File: config.mk
export PLATFORM = sky130hd
export DESIGN_NAME = gcm_tag_check
export DESIGN_NICKNAME = d
export VERILOG_FILES = /design/src/rtl/ghash_pkg.sv /design/src/rtl/gcm_tag_check.sv
export SDC_FILE = /design/constraint.sdc
export NUM_CORES = 1
export LEC_CHECK = 0
export BUFFER_PORTS_ARGS = -buffer_cell sky130_fd_sc_hd__buf_2
export CAP_MARGIN = 20
export CORE_AREA = 2 2 201 203
export CTS_BUF_LIST = sky130_fd_sc_hd__clkbuf_16
export DETAILED_ROUTE_END_ITERATION = 8
export DIE_AREA = 0 0 203 205
export PLACE_DENSITY_LB_ADDON = 0.08
export RECOVER_POWER = 100
export SYNTH_ARGS = -nofsm -noshare
export SYNTH_HDL_FRONTEND = slang
export SYNTH_SLANG_ARGS = --single-unit
File: constraint.sdc
create_clock -name i_clock -period 9.7 [get_ports i_clock]
set_input_delay 1.455 -clock i_clock [delete_from_list [all_inputs] [get_ports i_clock]]
set_output_delay 1.455 -clock i_clock [all_outputs]
set_load 0.02 [all_outputs]
File: src/rtl/ghash_pkg.sv
// GHASH block widths, reduction constant, command opcodes and request/result structs.

package ghash_pkg;

    // Width of one GCM block.
    // Also the width of a GF(2^128) field element.
    localparam int NB_BLOCK = 128;

    // Width of the unreduced carry-less product.
    localparam int NB_PROD = 2*NB_BLOCK-1;

    // Low terms of the field polynomial.
    // x^128 = x^7 + x^2 + x + 1.
    // Bit index equals polynomial degree.
    localparam logic [7:0] GF_POLY_LOW = 8'b1000_0111;

    // Command opcodes.
    typedef enum logic [1:0]
    {
        // Store data as H and zero the hash state.
        CMD_LOAD_H = 2'd0,
        // Zero the hash state and keep H.
        CMD_CLEAR  = 2'd1,
        // Absorb one data block.
        CMD_BLOCK  = 2'd2,
        // Absorb the length block and request a tag.
        CMD_FINISH = 2'd3
    } ghash_cmd_e;

    // One command with its data block.
    typedef struct packed
    {
        ghash_cmd_e          cmd;
        logic [NB_BLOCK-1:0] data;
    } ghash_req_t;

    // Values used only by the finish command.
    typedef struct packed
    {
        // Encrypted pre-counter block E(K,J0).
        logic [NB_BLOCK-1:0] ek_j0;
        // Tag to compare against.
        logic [NB_BLOCK-1:0] tag_exp;
    } gcm_final_t;

    // Computed tag and comparison flag.
    typedef struct packed
    {
        logic [NB_BLOCK-1:0] tag;
        logic                match;
    } gcm_result_t;

endpackage

File: src/rtl/gcm_tag_check.sv
// GCM tag masking with E(K,J0), tag register and comparison against the expected tag.

`timescale 1ns/1ps

module gcm_tag_check
    import ghash_pkg::*;
(
    input  logic                i_clock,
    input  logic                i_rst,
    input  logic                i_req_valid,
    input  ghash_cmd_e          i_req_cmd,
    input  logic                i_fin_valid,
    input  logic [NB_BLOCK-1:0] i_fin_hash,
    input  gcm_final_t          i_final,
    output logic                o_done,
    output gcm_result_t         o_result
);

    // Final values captured with the finish command.
    gcm_final_t  final_q;

    // Tag and match before the output register.
    gcm_result_t result_d;

    // Capture on the same edge the accumulator accepts the finish.
    always_ff @(posedge i_clock)
    begin
        if (i_req_valid && (i_req_cmd == CMD_FINISH))
        begin
            final_q <= i_final;
        end
    end

    // Tag = GHASH ^ E(K,J0).
    always_comb
    begin
        result_d.tag   = i_fin_hash ^ final_q.ek_j0;
        result_d.match = (result_d.tag == final_q.tag_exp);
    end

    // Result register and done pulse.
    always_ff @(posedge i_clock)
    begin
        if (i_rst)
        begin
            o_done   <= 1'b0;
            o_result <= '0;
        end
        else
        begin
            o_done <= i_fin_valid;
            // Held until the next finish.
            if (i_fin_valid)
            begin
                o_result <= result_d;
            end
        end
    end

endmodule

==> impl_metrics.py <==
metrics = {
    "place": {
        "dpl_cell_area_um2": 17700,
        "numPortBuffers": 519,
        "dp_hpwl_mm": 37.2,
        "globalplace.congestion": 0.823,
    },
    "worst_setup_path": {
        "arrival_ns": 5.86,
        "worst_path_max_delay_cell": "clkbuf_1",
        "worstSetupStartpoint": "i_req_valid",
        "max_stage_delay_ns": 2.38,
        "critPathMaxFanout": 54,
        "worstSetupPathType": "in -> reg",
        "critPathLaunchType": "input port",
        "cp.required_ns": 9.80,
        "r2r-start": "final_q[192]",
        "crit_chain": "buf_2 > and3_1 > clkbuf_1",
        "cp_top_family": "buffers and inverters",
        "cp_num_buf_inv": 2,
        "endpoint_kind": "flop",
    },
    "sta": {
        "finalSetupViolCount": 0,
        "max_slew_margin_pct": -145,
        "slew_violations": 248,
        "tightest_slew_ns": 3.67,
        "fmax_mhz": 174,
        "finalHoldViolCount": 0,
        "rsz0062_at_grt": "false",
        "finClkSkew_ns": 0.00650,
        "min_period_ns": 5.76,
        "min_period_over_period_pct": 59.4,
        "tns_ns": 0,
    },
    "synthesis": {
        "synthCells": 1003,
        "syn-cell-area_um2": 14500,
        "yosys-top-cells-count": "edfxtp_1, xnor2_1, nor2_1",
        "yosys.cell_count.top_type": "edfxtp_1",
        "ys_warn_count": 0,
        "synth_top_area_share_pct": 52.9,
        "synthArstFlopShare_pct": 0,
        "avgSynthCellArea_um2": 14.5,
        "synth_compound_area_share_pct": 9.96,
        "synthSimpleGateAreaFrac_pct": 5.65,
        "synth-seq-cells": 386,
        "synthAdderAreaFrac_pct": 0,
        "syn_nets": 1393,
        "synth-edff-count": 256,
        "synth_top_family_by_area": "XOR/XNOR gates",
        "synth_xor_area_share_pct": 12.4,
        "synthMuxAreaShare_pct": 0,
        "synth_cell_type_count": 32,
        "synth_top_cell_by_area": "edfxtp_1",
        "ys.flop_type": "edfxtp_1",
        "synth_area_leaders": "edfxtp_1, dfxtp_1, xnor2_1",
        "ys_seq_area_share_pct": 70.9,
    },
    "clock_tree": {
        "ctsHtreeMaxLevel": 2,
        "root_buffer": "clkbuf_16",
        "hold_buffers": 0,
        "clk_pin_slew_ns": 0.06,
        "cts_resized": 0,
        "cts_made_buffers": 44,
        "clock_path_buffers": 3,
        "clock_latency_ns": 0.56,
        "cts_tree": "done",
        "cts_setup_buffers": 0,
        "cts_num_sinks": 386,
    },
    "die": {
        "die_w_um": 203,
        "initial_core_util_pct": 36.9,
        "chipHeight_um": 205,
        "rows": 73,
        "die-area_um2": 41600,
        "coreArea_um2": 39400,
        "boundaryPins": 520,
    },
    "pwr": {
        "p_per_area_nw_per_um2": 209,
        "p_leak_nw": 6.97,
        "irDropWorstVdd_mv": 0.134,
    },
    "cells_and_area": {
        "final_cell_area_um2": 19000,
        "nNetsFinal": 1922,
        "drive_gt1_share_pct": 29.7,
        "area_growth_pct": 30.6,
        "final_core_util_pct": 48.2,
    },
    "run_status": {
        "violations": "capacitance limit, slew limit",
        "outcome": "finished, violations left",
    },
    "job": {
        "cap_viol_max_count": 4,
    },
    "detailed_routing": {
        "dr.pass1.iters": 5,
        "routed_wl_mm": 48.3,
        "drc": 0,
        "wl_per_cell_um": 22.9,
        "vias": 10100,
        "via_per_inst": 4.79,
        "drtAntennaViolNets": 0,
        "drt_iter0_markers": 585,
    },
    "global_route": {
        "antenna_found_initial": 24,
        "grt_usage_pct": 22.8,
        "grt_max_degree": 153,
        "grt_pass1_vias": 10300,
        "gr-total-overflow": 0,
        "grt_pass1_wl_mm": 67.6,
    },
    "min_path": {
        "holdCritPathClass": "reg -> reg",
        "min_from": "o_result[13]",
    },
}
## path summary, 6_finish.rpt
kind,slack [ns],end,depth (start not counted)
setup / recovery,3.94,final_q[253],3
hold reg to reg,0.48,o_result[13],2
setup reg to reg,6.98,o_result[0],7
hold / removal,0.48,o_result[13],2
## cell usage in the layout, fill, tap and decap left out, types with 15 or more instances in the layout
cell type	n
clkbuf_16	48
dfxtp_1	130
o22ai_1	16
edfxtp_1	256
a211oi_1	136
clkbuf_1	136
nor2_1	145
xnor2_1	176
buf_2	384
diode_2	15
## worst min-delay path: cells and delay by family (launching register included)
| family | cells | cell delay, ns |
|---|---|---|
| AOI/OAI and AO/OA | 1 | 0.05 |
| DFF | 1 | 0.31 |
| and+or+nand+nor | 1 | 0.08 |
## where the power goes
group | switching [W] | internal (W)
registers | 0.0000464 | 0.00186
clock network | 0.000673 | 0.000943
logic | 0.000272 | 0.000176
total | 0.000992 | 0.00298
## state kept, by name, indices dropped and copies added (netlist names)
name,flops
final_q,256
o_done,1
o_result,129
## cells by family after synthesis
group | after synthesis
simple gates | 188
xor+xnor | 194
flops | 386
compound gates | 191
buf+inv | 44
## final cells by class
cell class	instances	area (um^2)
Antenna cell	15	37.5
Clock buffer	48	1200
Clock inverter	34	206
Fill cell	3690	20400
Multi-Input combinational cell	573	4070
Sequential cell	386	10300
Tap cell	525	657
Timing Repair Buffer	527	2510
## per-layer routing
metal  part of all wire (%)  track usage, %
met1                     40            27.6
met2                     48            38.3
met3                    8.2            7.08
met4                    2.8            8.19
met5                   0.20               0
## metrics by stage
stage / total power (W) / hold slack [ns] / worst slack [ns] / std cells
2_1_floorplan: 0.00218 / 0.522 / 1.71 / 1003
3_3_place_gp: 0.00239 / 0.470 / 5.77 / 2011
3_5_place_dp: 0.00240 / 0.474 / 5.73 / 2011
4_1_cts: 0.00403 / 0.482 / 6.31 / 2093
5_1_grt: 0.00412 / 0.500 / 3.59 / 2102
6_report: 0.00397 / 0.483 / 3.94 / 2108
(Power assumes the default switching activity.)
